**config.mk**
```make
export PLATFORM = sky130hd
export DESIGN_NAME = rv_exec_unit
export DESIGN_NICKNAME = d
export VERILOG_FILES = /design/src/hw/rv_exec_pkg.sv /design/src/hw/alu.sv /design/src/hw/alu_decoder.sv /design/src/hw/reg_file.sv /design/src/hw/writeback_stage.sv /design/src/hw/rv_exec_unit.sv
export VERILOG_INCLUDE_DIRS = /design/src /design/src/hw
export SDC_FILE = /design/constraint.sdc
export NUM_CORES = 2
export LEC_CHECK = 0
export ABC_AREA = 1
export BUFFER_PORTS_ARGS = -buffer_cell sky130_fd_sc_hd__buf_2
export CORE_MARGIN = 3
export CORE_UTILIZATION = 50
export DETAILED_ROUTE_END_ITERATION = 8
export PLACE_DENSITY = 0.65
export SKIP_CTS_REPAIR_TIMING = 1
export SLEW_MARGIN = 20
export SYNTH_ARGS = -nofsm -noshare
export SYNTH_HDL_FRONTEND = slang
export SYNTH_SLANG_ARGS = --single-unit
```
**constraint.sdc**
```tcl
create_clock -name clk -period 5.8 [get_ports clk]
set_input_delay 1.45 -clock clk [delete_from_list [all_inputs] [get_ports clk]]
set_output_delay 1.45 -clock clk [all_outputs]
set_load 0.05 [all_outputs]
```
**src/hw/rv_exec_defs.svh**
```systemverilog
`ifndef RV_EXEC_DEFS_SVH
`define RV_EXEC_DEFS_SVH

// Datapath and register file size, fixed by RV32I
`define XLEN                32          // Data width
`define NUM_REGS            32          // Architectural registers x0..x31

// Major opcodes, instr[6:0]
`define OPCODE_OP           7'b0110011  // Register-register ALU
`define OPCODE_OP_IMM       7'b0010011  // Register-immediate ALU

// ALU operation codes, instr[14:12]
`define FUNCT3_ADD_SUB      3'b000      // ADD / SUB / ADDI
`define FUNCT3_SLL          3'b001      // Shift left logical
`define FUNCT3_SLT          3'b010      // Signed compare
`define FUNCT3_SLTU         3'b011      // Unsigned compare
`define FUNCT3_XOR          3'b100      // Bitwise XOR
`define FUNCT3_SRL_SRA      3'b101      // Shift right, logical or arithmetic
`define FUNCT3_OR           3'b110      // Bitwise OR
`define FUNCT3_AND          3'b111      // Bitwise AND

// funct7 codes, instr[31:25]
`define FUNCT7_BASE         7'b0000000  // Base operation
`define FUNCT7_SUB_SRA      7'b0100000  // Alternate operation (SUB, SRA)

// Instruction field positions
`define INSTR_OPCODE        6:0         // Major opcode
`define INSTR_RD            11:7        // Destination register
`define INSTR_FUNCT3        14:12       // Operation code
`define INSTR_RS1           19:15       // First source register
`define INSTR_RS2           24:20       // Second source register
`define INSTR_FUNCT7        31:25       // Operation modifier
`define INSTR_IMM_I         31:20       // I-type immediate

`endif

```
**src/hw/rv_exec_pkg.sv**
```systemverilog
`default_nettype none

`include "rv_exec_defs.svh"

package rv_exec_pkg;

    // Operand and result of the datapath
    typedef logic [`XLEN-1:0] word_t;

    // Raw 32-bit instruction word
    typedef logic [31:0] instr_t;

    // Register index, x0..x31
    typedef logic [$clog2(`NUM_REGS)-1:0] reg_idx_t;

    typedef logic [2:0] funct3_t;      // Operation code field
    typedef logic [6:0] funct7_t;      // Operation modifier field

    // Shift amount, low bits of the second operand
    typedef logic [$clog2(`XLEN)-1:0] shamt_t;

endpackage : rv_exec_pkg

`default_nettype wire

```
**src/hw/alu.sv**
```systemverilog
`timescale 1ns/100ps
`default_nettype none

`include "rv_exec_defs.svh"

module alu
    import rv_exec_pkg::*;
(
    input  funct3_t funct3,            // Operation code
    input  funct7_t funct7,            // Operation modifier
    input  logic    alu_en,            // Valid legal instruction
    input  logic    src_sel,           // 1 selects rs2, 0 selects immediate
    input  word_t   reg_data_1,        // rs1 value
    input  word_t   reg_data_2,        // rs2 value
    input  word_t   immediate,         // Sign-extended I-type immediate
    output word_t   alu_res            // Operation result
);

    word_t  op_a;                      // First operand
    word_t  op_b;                      // Second operand after mux
    shamt_t shamt;                     // Shift amount
    logic   alt_op;                    // funct7 asks for the alternate operation
    logic   do_sub;                    // Subtract instead of add
    logic   do_sra;                    // Arithmetic instead of logical right shift

    assign op_a  = reg_data_1;
    assign op_b  = src_sel ? reg_data_2 : immediate;   // Register or immediate form
    assign shamt = op_b[$bits(shamt_t)-1:0];           // Only low 5 bits count

    assign alt_op = (funct7 == `FUNCT7_SUB_SRA);
    assign do_sub = alt_op && src_sel;  // SUB exists in register form only
    assign do_sra = alt_op;             // SRA and SRAI both

    always_comb begin
        alu_res = '0;                   // Idle or illegal gives zero
        if (alu_en) begin
            case (funct3)
                `FUNCT3_ADD_SUB: begin
                    if (do_sub) begin
                        alu_res = op_a - op_b;                 // SUB
                    end else begin
                        alu_res = op_a + op_b;                 // ADD / ADDI
                    end
                end
                `FUNCT3_SLL: begin
                    alu_res = op_a << shamt;                   // Zero fill
                end
                `FUNCT3_SLT: begin
                    alu_res = word_t'($signed(op_a) < $signed(op_b));
                end
                `FUNCT3_SLTU: begin
                    alu_res = word_t'(op_a < op_b);            // Unsigned compare
                end
                `FUNCT3_XOR: begin
                    alu_res = op_a ^ op_b;
                end
                `FUNCT3_SRL_SRA: begin
                    if (do_sra) begin
                        alu_res = word_t'($signed(op_a) >>> shamt);  // Sign fill
                    end else begin
                        alu_res = op_a >> shamt;               // Zero fill
                    end
                end
                `FUNCT3_OR: begin
                    alu_res = op_a | op_b;
                end
                `FUNCT3_AND: begin
                    alu_res = op_a & op_b;
                end
                default: begin
                    alu_res = '0;
                end
            endcase
        end
    end

endmodule : alu

`default_nettype wire

```
**src/hw/alu_decoder.sv**
```systemverilog
`timescale 1ns/100ps
`default_nettype none

`include "rv_exec_defs.svh"

module alu_decoder
    import rv_exec_pkg::*;
(
    input  logic     instr_valid,      // Instruction present this cycle
    input  instr_t   instr,            // Raw instruction word
    output reg_idx_t rs1,              // First source index
    output reg_idx_t rs2,              // Second source index
    output reg_idx_t rd,               // Destination index
    output funct3_t  funct3,           // Operation code to ALU
    output funct7_t  funct7,           // Operation modifier to ALU
    output logic     src_sel,          // 1 for OP, 0 for OP-IMM
    output word_t    immediate,        // Sign-extended I-type immediate
    output logic     legal,            // Supported encoding
    output logic     alu_en            // Valid and legal
);

    logic [6:0] opcode;                // Major opcode
    funct7_t    funct7_raw;            // instr[31:25] as encoded
    logic       is_op;                 // Register-register form
    logic       is_op_imm;             // Register-immediate form
    logic       is_shift;              // SLL or SRL/SRA code
    logic       funct7_ok;             // funct7 fits the operation
    logic       alt_allowed;           // Operation has an alternate form

    // Field extraction
    assign opcode     = instr[`INSTR_OPCODE];
    assign rd         = instr[`INSTR_RD];
    assign funct3     = instr[`INSTR_FUNCT3];
    assign rs1        = instr[`INSTR_RS1];
    assign rs2        = instr[`INSTR_RS2];
    assign funct7_raw = instr[`INSTR_FUNCT7];

    // 12-bit immediate, sign bit is instr[31]
    assign immediate = {{(`XLEN-12){instr[31]}}, instr[`INSTR_IMM_I]};

    assign is_op     = (opcode == `OPCODE_OP);
    assign is_op_imm = (opcode == `OPCODE_OP_IMM);
    assign is_shift  = (funct3 == `FUNCT3_SLL) || (funct3 == `FUNCT3_SRL_SRA);

    assign src_sel = is_op;            // OP reads rs2, OP-IMM uses immediate

    // SUB_SRA valid only for ADD/SUB in OP and for right shifts
    always_comb begin
        alt_allowed = 1'b0;
        if (funct3 == `FUNCT3_SRL_SRA) begin
            alt_allowed = 1'b1;                        // SRA / SRAI
        end else if (funct3 == `FUNCT3_ADD_SUB) begin
            alt_allowed = is_op;                       // No SUBI
        end
    end

    always_comb begin
        funct7_ok = 1'b0;
        if (is_op || (is_op_imm && is_shift)) begin
            funct7_ok = (funct7_raw == `FUNCT7_BASE) ||
                        ((funct7_raw == `FUNCT7_SUB_SRA) && alt_allowed);
        end else if (is_op_imm) begin
            funct7_ok = 1'b1;          // Upper bits are immediate here
        end
    end

    assign legal = (is_op || is_op_imm) && funct7_ok;

    // Immediate bit 30 must not pick an alternate op
    assign funct7 = (is_op_imm && !is_shift) ? `FUNCT7_BASE : funct7_raw;

    assign alu_en = instr_valid && legal;

endmodule : alu_decoder

`default_nettype wire

```
**src/hw/reg_file.sv**
```systemverilog
`timescale 1ns/100ps
`default_nettype none

`include "rv_exec_defs.svh"

module reg_file
    import rv_exec_pkg::*;
(
    input  logic     clk,              // Core clock
    input  logic     arst_n,           // Async reset, active low
    input  reg_idx_t rs1,              // Read port 1 index
    input  reg_idx_t rs2,              // Read port 2 index
    input  logic     wr_en,            // Write strobe, never set for x0
    input  reg_idx_t wr_idx,           // Write index
    input  word_t    wr_data,          // Write data
    output word_t    rd_data_1,        // Read port 1 data
    output word_t    rd_data_2         // Read port 2 data
);

    word_t regs [1:`NUM_REGS-1];       // x1..x31, x0 is not stored

    // Written at the edge, visible to the next instruction
    always_ff @(posedge clk or negedge arst_n) begin
        if (!arst_n) begin
            for (int i = 1; i < `NUM_REGS; i++) begin
                regs[i] <= '0;         // All registers read zero after reset
            end
        end else if (wr_en && (wr_idx != '0)) begin
            regs[wr_idx] <= wr_data;
        end
    end

    // Combinational reads with x0 hardwired
    assign rd_data_1 = (rs1 == '0) ? '0 : regs[rs1];
    assign rd_data_2 = (rs2 == '0) ? '0 : regs[rs2];

endmodule : reg_file

`default_nettype wire

```
**src/hw/writeback_stage.sv**
```systemverilog
`timescale 1ns/100ps
`default_nettype none

module writeback_stage
    import rv_exec_pkg::*;
(
    input  logic     clk,              // Core clock
    input  logic     arst_n,           // Async reset, active low
    input  logic     instr_valid,      // Instruction present this cycle
    input  logic     legal,            // Decoder accepted the encoding
    input  reg_idx_t rd,               // Destination index
    input  word_t    alu_res,          // ALU result
    output logic     wr_en,            // Register file write strobe
    output reg_idx_t wr_idx,           // Register file write index
    output word_t    wr_data,          // Register file write data
    output logic     wb_valid,         // Writeback pulse, one cycle
    output reg_idx_t wb_rd,            // Reported destination
    output word_t    wb_data,          // Reported result
    output logic     illegal           // Illegal pulse, one cycle
);

    logic accept;                      // Legal instruction this cycle

    assign accept = instr_valid && legal;

    // Same-edge write so the next instruction sees the result
    assign wr_en   = accept && (rd != '0);   // x0 writes are dropped
    assign wr_idx  = rd;
    assign wr_data = alu_res;

    always_ff @(posedge clk or negedge arst_n) begin
        if (!arst_n) begin
            wb_valid <= 1'b0;
            wb_rd    <= '0;
            wb_data  <= '0;
            illegal  <= 1'b0;
        end else begin
            wb_valid <= accept;                    // Pulse for one cycle
            illegal  <= instr_valid && !legal;     // Rejected encoding
            if (accept) begin
                wb_rd   <= rd;                     // Held between pulses
                wb_data <= alu_res;                // Reported even for x0
            end
        end
    end

endmodule : writeback_stage

`default_nettype wire

```
**src/hw/rv_exec_unit.sv**
```systemverilog
`timescale 1ns/100ps
`default_nettype none

module rv_exec_unit
    import rv_exec_pkg::*;
(
    input  logic     clk,              // Core clock
    input  logic     arst_n,           // Async reset, active low
    input  logic     instr_valid,      // Instruction level, sampled each edge
    input  instr_t   instr,            // Instruction word
    output logic     wb_valid,         // Result pulse, one cycle after issue
    output reg_idx_t wb_rd,            // Result destination
    output word_t    wb_data,          // Result value
    output logic     illegal           // Rejected instruction pulse
);

    reg_idx_t rs1;                     // Source index 1
    reg_idx_t rs2;                     // Source index 2
    reg_idx_t rd;                      // Destination index
    funct3_t  funct3;                  // Operation code
    funct7_t  funct7;                  // Filtered modifier
    logic     src_sel;                 // Operand B select
    word_t    immediate;               // I-type immediate
    logic     legal;                   // Encoding accepted
    logic     alu_en;                  // ALU active
    word_t    reg_data_1;              // rs1 value
    word_t    reg_data_2;              // rs2 value
    word_t    alu_res;                 // ALU output
    logic     wr_en;                   // Register write strobe
    reg_idx_t wr_idx;                  // Register write index
    word_t    wr_data;                 // Register write data

    alu_decoder alu_decoder_i (
        .instr_valid (instr_valid),
        .instr       (instr),
        .rs1         (rs1),
        .rs2         (rs2),
        .rd          (rd),
        .funct3      (funct3),
        .funct7      (funct7),
        .src_sel     (src_sel),
        .immediate   (immediate),
        .legal       (legal),
        .alu_en      (alu_en)
    );

    reg_file reg_file_i (
        .clk       (clk),
        .arst_n    (arst_n),
        .rs1       (rs1),
        .rs2       (rs2),
        .wr_en     (wr_en),
        .wr_idx    (wr_idx),
        .wr_data   (wr_data),
        .rd_data_1 (reg_data_1),
        .rd_data_2 (reg_data_2)
    );

    alu alu_i (
        .funct3     (funct3),
        .funct7     (funct7),
        .alu_en     (alu_en),
        .src_sel    (src_sel),
        .reg_data_1 (reg_data_1),
        .reg_data_2 (reg_data_2),
        .immediate  (immediate),
        .alu_res    (alu_res)
    );

    writeback_stage writeback_stage_i (
        .clk         (clk),
        .arst_n      (arst_n),
        .instr_valid (instr_valid),
        .legal       (legal),
        .rd          (rd),
        .alu_res     (alu_res),
        .wr_en       (wr_en),
        .wr_idx      (wr_idx),
        .wr_data     (wr_data),
        .wb_valid    (wb_valid),
        .wb_rd       (wb_rd),
        .wb_data     (wb_data),
        .illegal     (illegal)
    );

endmodule : rv_exec_unit

`default_nettype wire

```
==> impl_metrics.tcl <==
set metrics [dict create \
    outcome "complete, but fails checks" \
    violations "DRC" \
    portBuffers 73 \
    via_per_inst 6.40 \
    grt_usage_pct 44.9 \
    syn_to_final_growth_pct 18.7 \
    multi_input_area_um2 34200 \
    peakVddDrop_mv 0.300 \
    ys_seq_area_share_pct 39.3 \
    drc_errors 26 \
    dr.pass1.iters 9 \
    tns_ns 0 \
    fmax_mhz 174 \
    tightest_slew_ns 1.15 \
    ios 74 \
    worstSetupPathType "in -> reg" \
    grtUsageMet2_pct 65.2 \
    slew_headroom_pct 22.8 \
    ys_types 66 \
    cts_tree "built" \
    crit_arrival_ns 6.43 \
    final.min_clock_period_ns 5.75 \
    die_area_um2 136000 \
    syn_nets 9430 \
    core_um2 130000 \
    final_cell_mix "nand2_1 (2325), a21oi_1 (1117), dfrtp_1 (1031)" \
    use_met3_pct 13.1 \
    grt_first_pass_wirelength_um 456000 \
    start_util_pct 50.5 \
    grt_pass1_vias 68542 \
    root_buffer "clkbuf_16" \
    synth_top_cell_by_area "dfrtp_1" \
    cp-start-kind "primary input" \
    routedWlPerCell_um 27.3 \
    maxSlewViolCount 0 \
    synthTopCellsByArea "dfrtp_1 (39%), nand2_1 (13%), a21oi_1 (8.6%)" \
    cts.sinks 1031 \
    synth_top_area_share_pct 39.3 \
    seq_area_um2 25800 \
    worstPathMaxFanout 32 \
    wl_um 314000 \
    use_met1_pct 58.9 \
    fill_cells 12160 \
    hpwl_um 219000 \
    vias 73620 \
    insertion_delay_ns 0.81 \
    fp.dieH_um 368 \
    cts_buffers 113 \
    p_leak_nw 38.8 \
    dieWidth_um 368 \
    final_net_count 9796 \
    grt_max_degree 132 \
    async_reset_ff_share_pct 100 \
    synth_cells 9296 \
    setup_viol 0 \
    final_util_pct 60.0 \
    clk_path_buf_depth 3 \
    p_per_area_nw_per_um2 241 \
    h-tree-depth 3 \
    syn_area_um2 65600 \
    final_common_cell "nand2_1" \
    rsz0062_at_grt "yes" \
    syn_avg_cell_area_um2 7.06 \
    antenna_left 0 \
    fin_crit_sh_pct 99.1 \
    report.final.hold_viol_count 0 \
    first_iter_violations 12277 \
    synth-edff-count 0 \
    finClkSkew_ns 0.0851 \
    drive_gt1_share_pct 14.4 \
    grt.busiest_layer "met2" \
    grt_remaining_overflow 0 \
    rows 132 \
    maxCapViolations 0 \
    place_congestion 1.07 \
    required_ns 6.48 \
    synth_warnings 0 \
    ys_ff_latch 1031 \
    path_clk_slew_ns 0.06 \
    synth-main-ff-cell "dfrtp_1" \
    end_kind "register" \
    antenna_found_initial 11 \
    hold_path_class "reg -> reg" \
]
==> routing by layer <==
metal	wire, um	vias to the layer above
met5	53	-
met4	22800	8
met3	42400	1183
met2	131000	5552
met1	118000	34950
li1	-	31927
==> state kept, by name, indices dropped and copies added (netlist names) <==
register,flops
writeback_stage_i.wb_data,32
reg_file_i.regs,992
writeback_stage_i.wb_rd,5
writeback_stage_i.illegal,1
writeback_stage_i.wb_valid,1
==> kinds of logic (layout without fill, tap and decap cells) <==
logic type      Yosys count  in the layout  share of synthesized area (%)
compound gates         2334           2334                           20.1
xor+xnor                 11             11                          0.147
fa+ha+maj                99             99                           1.91
buf+inv                1438           1899                           9.28
flops                  1031           1031                           39.3
mux                     118            118                           1.80
other cells               0              4                              0
simple gates           4265           4265                           27.4
==> worst paths after layout <==
path                            slack [ns]                             to                           from  cells after the start
max in group asynchronous             3.55           reg_file_i.regs[450]                         arst_n                      3
min in group asynchronous             0.72      writeback_stage_i.illegal                         arst_n                      1
worst min-delay path                  0.48  writeback_stage_i.wb_data[14]  writeback_stage_i.wb_data[14]                      2
worst min register to register        0.48  writeback_stage_i.wb_data[14]  writeback_stage_i.wb_data[14]                      2
worst max register to register        0.84           reg_file_i.regs[846]             reg_file_i.regs[0]                     28
worst max-delay path                  0.05           reg_file_i.regs[955]                      instr[21]                     25
==> cells in the mapped netlist, types with 52 or more instances <==
cell type,number
a221oi_1,107
o211ai_1,119
buf_1,81
ha_1,97
o21ai_0,675
inv_1,636
dfrtp_1,1031
buf_2,243
clkbuf_1,347
nor2_1,739
a22oi_1,83
mux2i_1,118
nand2_1,2329
a21oi_1,1122
buf_4,52
nand3_1,906
nand4_1,171
==> metrics by stage <==
stage / instances / setup slack, ns / hold WS (ns) / instance area (um2) / total power (W)
6_report: 11503 / 0.0540 / 0.478 / 77800 / 0.0188
5_1_grt: 11500 / -0.0138 / 0.496 / 77800 / 0.0193
4_1_cts: 11492 / 0.0732 / 0.483 / 77500 / 0.0186
3_5_place_dp: 11282 / -0.663 / 0.461 / 73600 / 0.0111
3_3_place_gp: 11282 / -0.693 / 0.458 / 73600 / 0.0111
2_1_floorplan: 9296 / 0.00210 / 0.449 / 65600 / 0.00915
==> worst max-delay path, cell delays in order <==
cell,delay [ns]
buf_4,0.18
buf_4,0.46
o21ai_0,0.21
a21oi_1,0.17
a211oi_1,0.07
o31ai_2,0.57
o21ai_0,0.31
o21ai_0,0.30
buf_4,0.17
ha_1,0.26
buf_4,0.17
buf_4,0.14
nand2_1,0.12
inv_1,0.05
a21oi_1,0.19
o21ai_0,0.11
a221oi_1,0.27
o21ai_0,0.15
xor2_1,0.16
nand2_1,0.06
nand2_1,0.06
a21oi_1,0.14
nand2_1,0.16
buf_12,0.20
a21boi_0,0.20
==> area by class of cell <==
| class | instances | area share [%] |
|---|---|---|
| multi-input combinational | 6827 | 43.9 |
| clock inverter | 52 | 0.805 |
| inverter | 689 | 3.37 |
| timing repair buffer | 1000 | 11.8 |
| antenna | 4 | 0.0129 |
| tap | 1742 | 2.80 |
| sequential | 1031 | 33.1 |
| clock buffer | 158 | 4.17 |
==> power by group <==
part           switching [W]  total [W]  internal (W)
sequential         0.0000292    0.00726       0.00723
combinational        0.00261    0.00390       0.00129
clock                0.00331    0.00760       0.00428
Note: power is estimated with default switching activity, not from simulation.
